$ cat config.mk
export PLATFORM = sky130hd
export DESIGN_NAME = loopFilter
export DESIGN_NICKNAME = d
export VERILOG_FILES = /design/src/hdl/loopDataPkg.sv /design/src/hdl/loopRegPkg.sv /design/src/hdl/loopCtrlIf.sv /design/src/hdl/lagGain.sv /design/src/hdl/leadGain.sv /design/src/hdl/loopFilter.sv /design/src/hdl/loopRegs.sv /design/src/hdl/loopSum.sv
export VERILOG_INCLUDE_DIRS = /design/src /design/src/hdl
export SDC_FILE = /design/constraint.sdc
export NUM_CORES = 1
export LEC_CHECK = 0
export BUFFER_PORTS_ARGS = -buffer_cell sky130_fd_sc_hd__buf_2
export CAP_MARGIN = 20
export CORE_ASPECT_RATIO = 0.7
export CORE_MARGIN = 2
export CORE_UTILIZATION = 55
export CTS_BUF_LIST = sky130_fd_sc_hd__clkbuf_8 sky130_fd_sc_hd__clkbuf_16
export DETAILED_ROUTE_END_ITERATION = 10
export PLACE_DENSITY = 0.73
export SLEW_MARGIN = 10
export SYNTH_ARGS = -nofsm -noshare
export SYNTH_HDL_FRONTEND = slang
export SYNTH_SLANG_ARGS = --single-unit
$ cat constraint.sdc
create_clock -name clk -period 31.3 [get_ports clk]
set_clock_uncertainty 0.15 [all_clocks]
set_input_delay 6.26 -clock clk [delete_from_list [all_inputs] [get_ports clk]]
set_output_delay 6.26 -clock clk [all_outputs]
set_load 0.01 [all_outputs]
$ cat src/hdl/loopFilter_defines.svh
`ifndef LOOPFILTER_DEFINES_SVH
`define LOOPFILTER_DEFINES_SVH

// datapath widths
`define LF_ERR_W    8
`define LF_ACC_W    40
`define LF_FREQ_W   32
`define LF_EXP_W    5

// register port
`define LF_ADDR_W   2

`define LF_REG_CTRL     2'd0
`define LF_REG_LIMIT    2'd1    // clamp level, integer part
`define LF_REG_SWEEP    2'd2    // sweep step magnitude

`endif

$ cat src/hdl/loopDataPkg.sv
`default_nettype none

`include "loopFilter_defines.svh"

package loopDataPkg;

    typedef logic signed [`LF_ERR_W-1:0]  error_t;
    typedef logic signed [`LF_ACC_W-1:0]  term_t;
    typedef logic signed [`LF_ACC_W-1:0]  accum_t;    // 32 integer, 8 fraction
    typedef logic signed [`LF_FREQ_W-1:0] freq_t;

    // error scaled by 2^(k+1), low bits filled with the sign, zero for k == 0
    function automatic term_t scaleError(input error_t err, input logic [`LF_EXP_W-1:0] k);
        term_t ext;
        term_t fill;
        ext = {{(`LF_ACC_W-`LF_ERR_W){err[`LF_ERR_W-1]}}, err};
        fill = {`LF_ACC_W{err[`LF_ERR_W-1]}};
        if (k == '0) begin
            return '0;
        end
        return (ext <<< (k + 1)) | (fill >> (`LF_ACC_W - 1 - k));
    endfunction

endpackage

`default_nettype wire

$ cat src/hdl/loopRegPkg.sv
`default_nettype none

`include "loopFilter_defines.svh"

package loopRegPkg;

    // CTRL register layout
    typedef struct packed {
        logic [6:0]             rsvd31;
        logic                   clearAccum;     // bit 24, self clearing
        logic [6:0]             rsvd23;
        logic                   sweepEnable;    // bit 16
        logic [2:0]             rsvd15;
        logic [`LF_EXP_W-1:0]   lagExp;         // bits 12..8
        logic [2:0]             rsvd7;
        logic [`LF_EXP_W-1:0]   leadExp;        // bits 4..0
    } ctrlFields_t;

    // one write word, read as fields for CTRL or as a number for LIMIT and SWEEP
    typedef union packed {
        ctrlFields_t            fields;
        logic [`LF_FREQ_W-1:0]  magnitude;
    } cfgWord_t;

endpackage

`default_nettype wire

$ cat src/hdl/loopCtrlIf.sv
`default_nettype none

`include "loopFilter_defines.svh"

interface loopCtrlIf;

    logic [`LF_EXP_W-1:0]   leadExp;
    logic [`LF_EXP_W-1:0]   lagExp;
    logic [`LF_FREQ_W-1:0]  limit;
    logic                   sweepEnable;
    logic [`LF_FREQ_W-1:0]  sweepOffsetMag;
    logic                   clearAccum;     // one cycle pulse

    modport regs (
        output leadExp,
        output lagExp,
        output limit,
        output sweepEnable,
        output sweepOffsetMag,
        output clearAccum
    );

    modport lead (
        input leadExp
    );

    modport lag (
        input lagExp,
        input limit,
        input sweepEnable,
        input sweepOffsetMag,
        input clearAccum
    );

endinterface

`default_nettype wire

$ cat src/hdl/lagGain.sv
`default_nettype none

`include "loopFilter_defines.svh"

module lagGain (
    input  logic                clk,
    input  logic                reset,
    input  logic                clkEn,
    input  loopDataPkg::error_t error,
    input  logic                carrierInSync,
    loopCtrlIf.lag              ctrl,
    output loopDataPkg::accum_t lagAccum
);

    localparam int PAD_W = `LF_ACC_W - `LF_FREQ_W;

    loopDataPkg::term_t           lagTerm;      // one sample behind the error
    loopDataPkg::accum_t          sum;
    logic signed [`LF_FREQ_W-1:0] sweepOffset;
    logic signed [`LF_FREQ_W-1:0] sweepMag;     // sign sets sweep direction
    logic signed [`LF_FREQ_W-1:0] upperLimit;
    logic signed [`LF_FREQ_W-1:0] lowerLimit;
    logic signed [`LF_FREQ_W-1:0] negMag;
    logic signed [`LF_FREQ_W-1:0] sumTop;
    logic                         atUpper;
    logic                         atLower;
    logic                         sweepAllowed;

    assign upperLimit   = ctrl.limit;
    assign lowerLimit   = -ctrl.limit;
    assign negMag       = -ctrl.sweepOffsetMag;
    assign sweepAllowed = !carrierInSync && ctrl.sweepEnable;

    assign sum = lagAccum + lagTerm + {{PAD_W{sweepOffset[`LF_FREQ_W-1]}}, sweepOffset};

    // integer part decides the clamp
    assign sumTop  = sum[`LF_ACC_W-1:PAD_W];
    assign atUpper = sumTop >= upperLimit;
    assign atLower = sumTop < lowerLimit;

    always_ff @(posedge clk or posedge reset) begin
        if (reset) begin
            lagTerm <= '0;
        end else if (clkEn) begin
            lagTerm <= loopDataPkg::scaleError(error, ctrl.lagExp);
        end
    end

    always_ff @(posedge clk or posedge reset) begin
        if (reset) begin
            lagAccum    <= '0;
            sweepOffset <= '0;
            sweepMag    <= '0;
        end else if (ctrl.clearAccum) begin
            lagAccum <= '0;     // wins over a strobe in the same cycle
        end else if (clkEn) begin
            if (atUpper) begin
                lagAccum <= {upperLimit, {PAD_W{1'b0}}};
                if (sweepAllowed) begin
                    sweepOffset <= negMag;  // turn the sweep downward
                    sweepMag    <= negMag;
                end else begin
                    sweepOffset <= '0;
                end
            end else if (atLower) begin
                lagAccum <= {lowerLimit, {PAD_W{1'b1}}};
                if (sweepAllowed) begin
                    sweepOffset <= ctrl.sweepOffsetMag;
                    sweepMag    <= ctrl.sweepOffsetMag;
                end else begin
                    sweepOffset <= '0;
                end
            end else begin
                lagAccum    <= sum;
                sweepOffset <= sweepAllowed ? sweepMag : '0;
                if (sweepMag == '0) begin
                    sweepMag <= ctrl.sweepOffsetMag;   // first step after reset
                end
            end
        end
    end

endmodule

`default_nettype wire

$ cat src/hdl/leadGain.sv
`default_nettype none

module leadGain (
    input  logic                clk,
    input  logic                reset,
    input  logic                clkEn,
    input  loopDataPkg::error_t error,
    loopCtrlIf.lead             ctrl,
    output loopDataPkg::term_t  leadTerm,
    output logic                sampleDone
);

    // proportional path
    always_ff @(posedge clk or posedge reset) begin
        if (reset) begin
            leadTerm <= '0;
        end else if (clkEn) begin
            leadTerm <= loopDataPkg::scaleError(error, ctrl.leadExp);
        end
    end

    // strobe copy, marks fresh lead and lag values for the summer
    always_ff @(posedge clk or posedge reset) begin
        if (reset) begin
            sampleDone <= 1'b0;
        end else begin
            sampleDone <= clkEn;
        end
    end

endmodule

`default_nettype wire

$ cat src/hdl/loopFilter.sv
`default_nettype none

`include "loopFilter_defines.svh"

module loopFilter (
    input  logic                    clk,
    input  logic                    reset,
    input  logic                    clkEn,
    input  loopDataPkg::error_t     error,
    input  logic                    carrierInSync,
    input  logic                    cfgWrite,
    input  logic [`LF_ADDR_W-1:0]   cfgAddr,
    input  logic [`LF_FREQ_W-1:0]   cfgData,
    output loopDataPkg::freq_t      freqWord,
    output logic                    freqValid,
    output loopDataPkg::accum_t     lagAccum
);

    loopDataPkg::term_t leadTerm;
    logic               sampleDone;

    loopCtrlIf ctrlBus ();

    loopRegs loopRegsI (
        .clk      (clk),
        .reset    (reset),
        .cfgWrite (cfgWrite),
        .cfgAddr  (cfgAddr),
        .cfgData  (cfgData),
        .ctrl     (ctrlBus.regs)
    );

    leadGain leadGainI (
        .clk        (clk),
        .reset      (reset),
        .clkEn      (clkEn),
        .error      (error),
        .ctrl       (ctrlBus.lead),
        .leadTerm   (leadTerm),
        .sampleDone (sampleDone)
    );

    lagGain lagGainI (
        .clk           (clk),
        .reset         (reset),
        .clkEn         (clkEn),
        .error         (error),
        .carrierInSync (carrierInSync),
        .ctrl          (ctrlBus.lag),
        .lagAccum      (lagAccum)
    );

    // lead and lag meet here
    loopSum loopSumI (
        .clk        (clk),
        .reset      (reset),
        .sampleDone (sampleDone),
        .leadTerm   (leadTerm),
        .lagAccum   (lagAccum),
        .freqWord   (freqWord),
        .freqValid  (freqValid)
    );

endmodule

`default_nettype wire

$ cat src/hdl/loopRegs.sv
`default_nettype none

`include "loopFilter_defines.svh"

module loopRegs (
    input  logic                    clk,
    input  logic                    reset,
    input  logic                    cfgWrite,
    input  logic [`LF_ADDR_W-1:0]   cfgAddr,
    input  logic [`LF_FREQ_W-1:0]   cfgData,
    loopCtrlIf.regs                 ctrl
);

    loopRegPkg::cfgWord_t cfgWord;

    assign cfgWord = cfgData;

    always_ff @(posedge clk or posedge reset) begin
        if (reset) begin
            ctrl.leadExp        <= '0;
            ctrl.lagExp         <= '0;
            ctrl.limit          <= '0;
            ctrl.sweepEnable    <= 1'b0;
            ctrl.sweepOffsetMag <= '0;
            ctrl.clearAccum     <= 1'b0;
        end else begin
            ctrl.clearAccum <= 1'b0;    // drops again after one cycle
            if (cfgWrite) begin
                case (cfgAddr)
                    `LF_REG_CTRL: begin
                        ctrl.leadExp     <= cfgWord.fields.leadExp;
                        ctrl.lagExp      <= cfgWord.fields.lagExp;
                        ctrl.sweepEnable <= cfgWord.fields.sweepEnable;
                        ctrl.clearAccum  <= cfgWord.fields.clearAccum;
                    end
                    `LF_REG_LIMIT: begin
                        ctrl.limit <= cfgWord.magnitude;
                    end
                    `LF_REG_SWEEP: begin
                        ctrl.sweepOffsetMag <= cfgWord.magnitude;
                    end
                    default: begin
                        // address 3 unmapped, write ignored
                    end
                endcase
            end
        end
    end

endmodule

`default_nettype wire

$ cat src/hdl/loopSum.sv
`default_nettype none

`include "loopFilter_defines.svh"

module loopSum (
    input  logic                clk,
    input  logic                reset,
    input  logic                sampleDone,
    input  loopDataPkg::term_t  leadTerm,
    input  loopDataPkg::accum_t lagAccum,
    output loopDataPkg::freq_t  freqWord,
    output logic                freqValid
);

    localparam int PAD_W = `LF_ACC_W - `LF_FREQ_W;

    logic signed [`LF_ACC_W:0]  total;      // one guard bit
    logic                       overflow;
    loopDataPkg::freq_t         satWord;

    assign total = {leadTerm[`LF_ACC_W-1], leadTerm} + {lagAccum[`LF_ACC_W-1], lagAccum};

    // guard and sign disagree when the integer part leaves 32 bits
    assign overflow = total[`LF_ACC_W] != total[`LF_ACC_W-1];

    always_comb begin
        if (!overflow) begin
            satWord = total[`LF_ACC_W-1:PAD_W];
        end else if (total[`LF_ACC_W]) begin
            satWord = {1'b1, {(`LF_FREQ_W-1){1'b0}}};   // most negative
        end else begin
            satWord = {1'b0, {(`LF_FREQ_W-1){1'b1}}};
        end
    end

    always_ff @(posedge clk or posedge reset) begin
        if (reset) begin
            freqWord <= '0;
        end else if (sampleDone) begin
            freqWord <= satWord;
        end
    end

    always_ff @(posedge clk or posedge reset) begin
        if (reset) begin
            freqValid <= 1'b0;
        end else begin
            freqValid <= sampleDone;
        end
    end

endmodule

`default_nettype wire

== Word-level counts from Yosys, hierarchy flattened ==
Cells that the tools add are included.

* $add $sub $neg: 9
* Equality and inequality tests: 5
* Magnitude comparators: 2
* Mux-type cells: 26
* Shift-type cells: 4
* Bitwise operators: 3
* Reduce and logical (&&, ||, !) cells: 13

{| class="wikitable"
|+ Operators with widths
! kind !! number
|-
| $mux 32 || 12
|-
| $mux 40 || 8
|-
| $add 40x40->40 || 2
|-
| $or 40x40->40 || 2
|-
| $shr 40x32->40 || 2
|-
| $sshl 8x6->40 || 2
|-
| $neg 32->32 || 2
|-
| $add 40x40->41 || 1
|-
| $ge 32x32->1 || 1
|-
| $logic_not 32->1 || 1
|-
| $lt 32x32->1 || 1
|-
| $sub 6x5->7 const A || 2
|-
| $add 5x1->6 const B || 2
|-
| $logic_not 5->1 || 2
|-
| $reduce_and 2->1 || 4
|-
| $mux 1 || 6
|-
| $reduce_and 5->1 || 1
|-
| $ne 2x2->1 const B || 2
|-
| $reduce_bool 3->1 || 1
|-
| $eq 2x1->1 const B || 1
|-
| $eq 2x2->1 const B || 1
|-
| $logic_not 2->1 || 1
|-
| $reduce_bool 2->1 || 1
|-
| $logic_and 1x1->1 || 1
|-
| 3 further kinds || 3
|}

* Output and inout bits: 73
* Input port bits: 47
* Logic and storage cells: 76
* Register bits: 294

== Longest topological paths before layout ==
Gate-level depths: netlist (run 1).

* Depth after elaboration: 7
* Gate-level depth with buffers: 30
* Gate-level depth less buffers: 28

== By module ==
A second synthesis (run 1) with hierarchy kept.

* Cells, all modules: 2,591
* Area total of the unflattened synthesis: 23,501.3 µm²

{| class="wikitable"
|+ Modules (own cells, without submodules)
! module !! area an instance (µm²) !! instances !! cells an instance !! sequential area each (µm²)
|-
| lagGain || 13,805.7 || 1 || 1,615 || 3,603.5
|-
| loopSum || 3,558.4 || 1 || 425 || 825.8
|-
| leadGain || 3,241.9 || 1 || 388 || 1,026.0
|-
| loopRegs || 2,895.3 || 1 || 163 || 1,901.8
|}

== Worst setup path after synthesis (run 1) ==
OpenSTA, ideal clock, no wires.

* Path kind: input to register
* Start point: input port error[6]
* End point: register lagGainI.lagTerm[30]
* Cell stages on the path: 8
* Library setup time: 0.141 ns
* Slack: 23.443 ns
* Required time: 31.009 ns
* Buffers on the path: 1
* Arrival time: 7.566 ns
* Cells stage by stage: clkbuf_1 mux4_2 nor2_1 a21oi_1 o21ai_0 a21oi_1 a21oi_1 o22ai_1

* Word-level cells in the longest chain between the ends: 3

{| class="wikitable"
|+ Ends and longest elaborated chain
! what !! line !! RTL
|-
| start, declared || loopFilter.sv:9 || <nowiki>input loopDataPkg::error_t error,</nowiki>
|-
| $sshl 8x6->40 || loopDataPkg.sv:21 || <nowiki>return (ext <<< (k + 1)) | (fill >> (`LF_ACC_W - 1 - k));</nowiki>
|-
| $or 40x40->40 || loopDataPkg.sv:21 ||
|-
| $mux 40 || loopDataPkg.sv:21 ||
|-
| end signal, assigned || lagGain.sv:45 || <nowiki>lagTerm <= loopDataPkg::scaleError(error, ctrl.lagExp);</nowiki>
|-
| end, declared || lagGain.sv:17 || <nowiki>loopDataPkg::term_t lagTerm;</nowiki>
|}

No other way between the ends.
A chain may end at the register's enable or synchronous reset.

== Final worst setup path (run 1) ==
* Start point: register lagGainI.lagAccum[21]
* End point: register lagGainI.sweepMag[25]

* Word-level cells in the longest chain between the ends: 5
* Elaborated cells on any way between the ends: 10
* Classes of those cells: add/sub (2); order compare (2); eq/ne (2); mux (2); reduce/logical (2)

{| class="wikitable"
|+ Ends and longest elaborated chain
! what !! line !! RTL
|-
| start, declared || lagGain.sv:12 || <nowiki>output loopDataPkg::accum_t lagAccum</nowiki>
|-
| start signal, assigned || lagGain.sv:58 || <nowiki>lagAccum <= {upperLimit, {PAD_W{1'b0}}};</nowiki>
|-
| start signal, assigned || lagGain.sv:66 || <nowiki>lagAccum <= {lowerLimit, {PAD_W{1'b1}}};</nowiki>
|-
| start signal, assigned || lagGain.sv:74 || <nowiki>lagAccum <= sum;</nowiki>
|-
| $add 40x40->40 (*) (2 in series) || lagGain.sv:34 || <nowiki>assign sum = lagAccum + lagTerm + {{PAD_W{sweepOffset[`LF_FREQ_W-1]}}, sweepOffset};</nowiki>
|-
| $ge 32x32->1 / $lt 32x32->1 (equally long branches) || lagGain.sv:38, lagGain.sv:39 ||
|-
| $ne 2x2->1 (no line) (tied with other cells) || - ||
|-
| $reduce_and 5->1 (no line) / $mux 32 (equally long branches) || - ||
|-
| end signal, assigned || lagGain.sv:61 || <nowiki>sweepMag <= negMag;</nowiki>
|-
| end signal, assigned || lagGain.sv:69 || <nowiki>sweepMag <= ctrl.sweepOffsetMag;</nowiki>
|-
| end signal, assigned || lagGain.sv:77 || <nowiki>sweepMag <= ctrl.sweepOffsetMag;</nowiki>
|-
| end, declared || lagGain.sv:20 || <nowiki>logic signed [`LF_FREQ_W-1:0] sweepMag;</nowiki>
|}

Mark *: on every way between the ends. The rest lies on a longest branch, timed or not.

==> out/results.txt, run 1 <==
status - finished, final reports clean
Synth async-reset ratio - 100%
Port-buffer cells - 119
Die Ht - 173 um
period utilisation layout - 28.9%
via count - 20,900
largest net degree at the start of global routing - 110
Post-Syn Area - 22,400 um^2
DRC Markers - 0
CP startpoint kind - flip-flop
Avg Cell Area, Syn - 8.79 um^2
post-layout minimum cycle time - 9.05 ns
Num Clock Sinks - 294
Worst-Margin Slew - 1.16 ns
final weighted congestion in routability-driven placement - 1.03
vias per inst - 6.61
Rows - 61
Critical Path Sink Type - flip-flop
clock-pin slew of the registers on the worst-case setup and hold paths - 0.06 ns
Core ar. - 39,900 um^2
share of layout cells above drive strength 1 - 14.3%
max incr delay on CP - 0.86 ns
DRT Wirelength - 80,200 um
R2R Setup Slk - 22.25 ns
CTS tree - done
WS Path Type - flip-flop to flip-flop
post-cts sizing count - 0
WP data required - 31.56 ns
CP arrival - 9.31 ns
Post-CTS Hold Buffers - 0
FF+latch count, synth - 294
post-route antenna net violation count - 0
Post CTS Setup Buffer Count - 0
DRT iter0 DRCs - 2,627
slew margin rel. - 22.2%
Skew-Pair Late Insertion Delay - 0.55 ns
max_cap viols - 0
final max-slew violation count - 0
Initial Util - 56.0%
Hold Crit Class - flip-flop to flip-flop
grt ovf - 0
clk root buf - clkbuf_16
fin nets - 2,836
initial antenna violation count - 4
Post-Synthesis Cells - 2,545
CTS H-tree depth - 2
HPWL after detailed placement - 61,600 um
critical path's slowest cell - nor2_1
Chip Width - 245 um
EDFF count, synth - 0
vias in the first global route - 19,500
total iterations of the first detailed-routing run - 8
most used cell, CP - o21ai_0
syn nets - 2,776
Synth Warn # - 0
register area share after synthesis - 32.9%
first-pass GRT wire length - 121,000 um
Netlist cell types - 92
Setup Viol. Count Final - 0
clock buffer depth - 3
setup_tns - 0 ns
DR WL/cell - 25.3 um
RSZ-0062 raised after global routing - no
CTS Buf Count - 34
Layout area overhead - 10.2%
Main synth FF type - dfrtp_1
crit-path max FO - 40
Final Hold Viols - 0
GRT Total Usage - 37.4%
Achievable Freq - 0.111 GHz
I/O pin cnt - 120
Die ar. - 42,300 um^2
-- per-layer routing --
| metal | vias to the layer above | part of all wire [%] | global-route usage [%] | routed length [um] |
|---|---|---|---|---|
| li1 | 9384 | - | - | - |
| met1 | 10200 | 46 | 58.2 | 36500 |
| met2 | 1136 | 40 | 50.0 | 31800 |
| met3 | 142 | 12 | 11.5 | 9910 |
| met4 | 6 | 2.3 | 8.26 | 1850 |
| met5 | - | 0.052 | 0 | 42 |
-- area by class of cell --
type	instances	area, um^2
diodes	1	2.50
clock buffers	40	945
clock inverters	19	196
fillers	3489	15300
inverters	199	754
multi-input cells	1917	13800
flip-flops and latches	294	7360
well taps	535	669
repair buffers	159	941
-- per-stage QoR --
stage          utilization (%)  hold slack [ns]  area, um^2  setup slack, ns  instances
6_report                  61.8            0.376       24700            22.25       3164
5_1_grt                   61.8            0.394       24600            21.85       3163
4_1_cts                   61.5            0.377       24600            22.43       3158
3_5_place_dp              58.7            0.369       23400            21.91       3099
3_3_place_gp              58.7            0.363       23400            22.02       3099
2_1_floorplan                -            0.202       22400            16.77       2545
-- flip-flops by register name (all words and copies together) (netlist names) --
name / flops
leadGainI.sampleDone: 1
loopRegsI.ctrl.limit: 32
lagGainI.sweepMag: 32
loopRegsI.ctrl.lagExp: 5
loopRegsI.ctrl.sweepOffsetMag: 32
loopRegsI.ctrl.clearAccum: 1
loopSumI.freqWord: 32
lagGainI.lagAccum: 40
loopRegsI.ctrl.sweepEnable: 1
loopSumI.freqValid: 1
lagGainI.lagTerm: 40
leadGainI.leadTerm: 40
loopRegsI.ctrl.leadExp: 5
lagGainI.sweepOffset: 32
-- final timing paths --
check | startpoint | end | cells after the start
setup / recovery | lagGainI.lagAccum[21] | lagGainI.sweepMag[25] | 25
hold / removal | loopSumI.freqWord[14] | loopSumI.freqWord[14] | 2
setup reg to reg | lagGainI.lagAccum[21] | lagGainI.sweepMag[25] | 25
hold reg to reg | loopSumI.freqWord[14] | loopSumI.freqWord[14] | 2
max in group asynchronous | reset | lagGainI.sweepMag[20] | 4
min in group asynchronous | reset | loopSumI.freqWord[30] | 2
-- cells by family (layout without fill, tap and decap cells) --
family                   Yosys count  after routing  synth area share (%)
AO/OA/AOI/OAI                    744            744                  21.6
XOR/XNOR                         132            132                  5.20
adder cells (fa/ha/maj)          185            185                  11.7
buffers and inverters            334            417                  5.76
flip-flops                       294            294                  32.9
multiplexers                     155            155                  7.87
other                              0              1                     0
AND/OR/NAND/NOR                  701            701                  15.0
-- critical path: cells and delay by family (launching register included) --
kind	cells	cell delay, ns
flip-flops	1	0.48
buffers and inverters	2	0.57
multiplexers	3	0.95
AND/OR/NAND/NOR	5	1.43
AO/OA/AOI/OAI	12	3.98
adder cells (fa/ha/maj)	3	1.27
-- synth_stat cells, types with 47 or more instances --
cell / instances / area, um^2
o21ai_0: 128 / 641
inv_1: 198 / 743
nor2_1: 223 / 837
nand3_1: 47 / 235
nor3_1: 48 / 240
o22ai_1: 112 / 701
a21oi_1: 187 / 936
mux2_2: 103 / 1160
ha_1: 144 / 1800
clkbuf_1: 117 / 439
nand2_1: 198 / 743
xnor2_1: 94 / 823
dfrtp_1: 294 / 7360
-- cell usage in the layout (no fill, tap or decap), types with 7 or more instances in the layout --
cell type,synthesis,routed
buf_2,9,119
or3_1,20,20
xor2_1,37,37
a31oi_1,26,26
and2_1,14,14
nand3_1,47,47
nor3_1,48,48
nor2_1,223,221
and3_1,14,14
nor4_1,27,27
buf_4,2,35
o31ai_1,12,12
o22ai_1,112,112
nand4_1,22,22
clkbuf_16,0,36
inv_1,198,203
a211oi_1,19,18
xnor2_1,94,93
o211ai_1,16,16
a21o_1,38,38
o21bai_1,11,11
mux2_2,103,103
nand2_1,198,198
nand3b_1,7,7
a22oi_1,38,38
nor2b_1,16,16
fa_1,40,40
mux2i_1,45,44
o21ai_0,128,128
ha_1,144,144
or2_2,13,13
o21a_1,21,21
nand2b_1,19,19
o221ai_1,24,24
dfrtp_1,294,294
a21oi_1,187,187
a221oi_1,20,20
Power of run 1 is not shown: default switching activity piles up to over one toggle a cycle in this logic, so the estimate is an artifact.
==> run 2: changes to the inputs <==
PLACE_DENSITY = 0.76   (was 0.73)
clock period = 7.88 ns   (was 31.3 ns; I/O delays follow)
==> out/results.txt, run 2 (same netlist as run 1, synthesis figures left out) <==
status - finished, final reports clean
slew margin rel. - 13.1% (-9.1 points)
Critical Path, Cell by Cell - fa_1 > ha_1 > nand4_1 > or4_1 > o21ai_0 > a21o_1 > a21o_1 > a211oi_1 > or3b_2 > nand3_1 > ha_1 > a41oi_1 > o21ai_0 > a21o_1 > a21oi_1 > o21ai_0 > a2111oi_1 > o31ai_2 > mux2i_4 > buf_4 > nor3_1 > or2_2 > o32a_1
busiest layer in global routing - met1
Rows - 61 (unchanged)
vias per inst - 6.59 (-0.31%)
reg2reg end - lagGainI.sweepOffset[14]
Achievable Freq - 0.134 GHz (+21%)
Core Util, Final - 62.3% (+0.52 points)
critical path's slowest cell - or4_1
Die ar. - 42,300 um^2 (unchanged)
min-delay src - loopSumI.freqWord[30]
WHS Path Cells - 2 (unchanged)
Die Ht - 173 um (unchanged)
CP arrival - 7.76 ns (-1.55 ns)
most frequent cells in the layout - dfrtp_1, nor2_1, inv_1
R2R Path Start - lagGainI.lagAccum[14]
final max-slew violation count - 0 (unchanged)
max_cap viols - 0 (unchanged)
share of layout cells above drive strength 1 - 15.5% (+1.2 points)
RSZ-0062 raised after global routing - no
CTS H-tree depth - 2 (unchanged)
clock-pin slew of the registers on the worst-case setup and hold paths - 0.07 ns (about the same)
Setup Viol. Count Final - 0 (unchanged)
Hold Crit Class - flip-flop to flip-flop
leading cell type in the layout, fill and taps excluded - dfrtp_1
Port-buffer cells - 119 (unchanged)
CTS tree - done
largest net degree at the start of global routing - 157 (+43%)
Layout area overhead - 11.1%
GRT Total Usage - 38.5% (+1.2 points)
HPWL after detailed placement - 63,900 um (+3.7%)
Top Registers - lagGainI.lagAccum: 40 flops, lagGainI.lagTerm: 40 flops, leadGainI.leadTerm: 40 flops
Num Clock Sinks - 294 (unchanged)
WP data required - 8.15 ns (-23.41 ns)
vias in the first global route - 19,600 (+0.11%)
Reg2Reg Depth - 23 (-8.0%)
Core ar. - 39,900 um^2 (unchanged)
final weighted congestion in routability-driven placement - 1.04 (+1.4%)
total iterations of the first detailed-routing run - 8 (unchanged)
max incr delay on CP - 0.73 ns (-0.13 ns)
grt ovf - 0 (unchanged)
I/O pin cnt - 120 (unchanged)
fin nets - 2,865 (+1.0%)
Post-CTS Hold Buffers - 0 (unchanged)
Worst-Margin Slew - 1.30 ns (+0.140 ns)
Skew-Pair Late Insertion Delay - 0.55 ns (about the same)
Hold Path End - loopSumI.freqWord[30]
initial antenna violation count - 2 (-2)
CTS Buf Count - 34 (unchanged)
DR WL/cell - 26.0 um (+2.8%)
first-pass GRT wire length - 124,000 um (+2.1%)
via count - 21,000 (+0.67%)
hold slack - 0.375 ns (-0.000384 ns)
Chip Width - 245 um (unchanged)
met3 global-route usage - 14.9% (+3.4 points)
DRT iter0 DRCs - 2,530 (-3.7%)
Critical Path Sink Type - flip-flop
Initial Util - 56.0% (unchanged)
clock buffer depth - 3 (unchanged)
Final Hold Viols - 0 (unchanged)
clk root buf - clkbuf_16
CP startpoint kind - flip-flop
DRT Wirelength - 83,200 um (+3.8%)
R2R Setup Slk - 0.39 ns (-21.86 ns)
M2 GR Usage - 50.9% (+0.99 points)
setup_tns - 0 ns (unchanged)
M1 GR Usage - 57.8% (-0.35 points)
DRC Markers - 0 (unchanged)
period utilisation layout - 95.0% (+66 points)
post-layout minimum cycle time - 7.49 ns (-1.56 ns)
post-route antenna net violation count - 0 (unchanged)
crit-path max FO - 23 (-43%)
WS Path Type - flip-flop to flip-flop
-- run 2: cell types whose count changed in the layout (fill, tap and decap cells not counted), sizes merged --
cell / change
buf: +32
clkinv: +5
clkbuf: -3
inv: -3
-- run 2: worst max-delay path: cells and delay by family, from the launching register on --
kind	cells	cell delay (ns)
buffers and inverters	1	0.36
muxes	1	0.42
AOI/OAI and AO/OA	12	2.71
and+or+nand+nor	6	2.05
adders and majority gates	3	1.22
DFF	1	0.46
-- run 2: what timing repair did --
item / in CTS / in global routing
gates resized for setup: 0 / 4
buffers inserted: 0 / 1
endpoints found under the setup margin: 0 / 49
-- run 2: cell type report --
class	instances	area, um^2
Antenna cell	1	2.50
Clock buffer	40	933
Clock inverter	21	209
Fill cell	3445	15100
Inverter	199	751
Multi-Input combinational cell	1917	13800
Sequential cell	294	7360
Tap cell	535	669
Timing Repair Buffer	188	1150
-- run 2: worst max-delay path by stage --
stage | to | slack, ns | depth (start not counted) | start
finish | lagGainI.sweepOffset[14] | 0.39 | 23 | lagGainI.lagAccum[14]
global route | lagGainI.sweepOffset[14] | 0.007 | 26 | lagGainI.lagAccum[1]
CTS | lagGainI.sweepOffset[5] | 0.36 | 22 | lagGainI.lagAccum[11]
detailed placement | lagGainI.sweepOffset[28] | 0.42 | 22 | lagGainI.lagAccum[11]
global placement | lagGainI.sweepOffset[28] | 0.53 | 22 | lagGainI.lagAccum[16]
floorplan | lagGainI.sweepMag[0] | 1.32 | 25 | lagGainI.lagAccum[16]
-- run 2: per-stage QoR --
step           setup slack [ns]  instance area, um^2  instances
3_3_place_gp              0.535                23700       3130
6_report                  0.391                24900       3195
4_1_cts                   0.359                24800       3191
3_5_place_dp              0.419                23700       3130
5_1_grt                 0.00718                24900       3194
2_1_floorplan              1.32                22400       2545
-- run 2: routing by layer --
metal	share of wire (%)	vias up
li1	-	9437
met1	44	10300
met2	39	1194
met3	13	151
met4	3.0	2
met5	0.013	-
Power of run 2 is left out for the same reason.
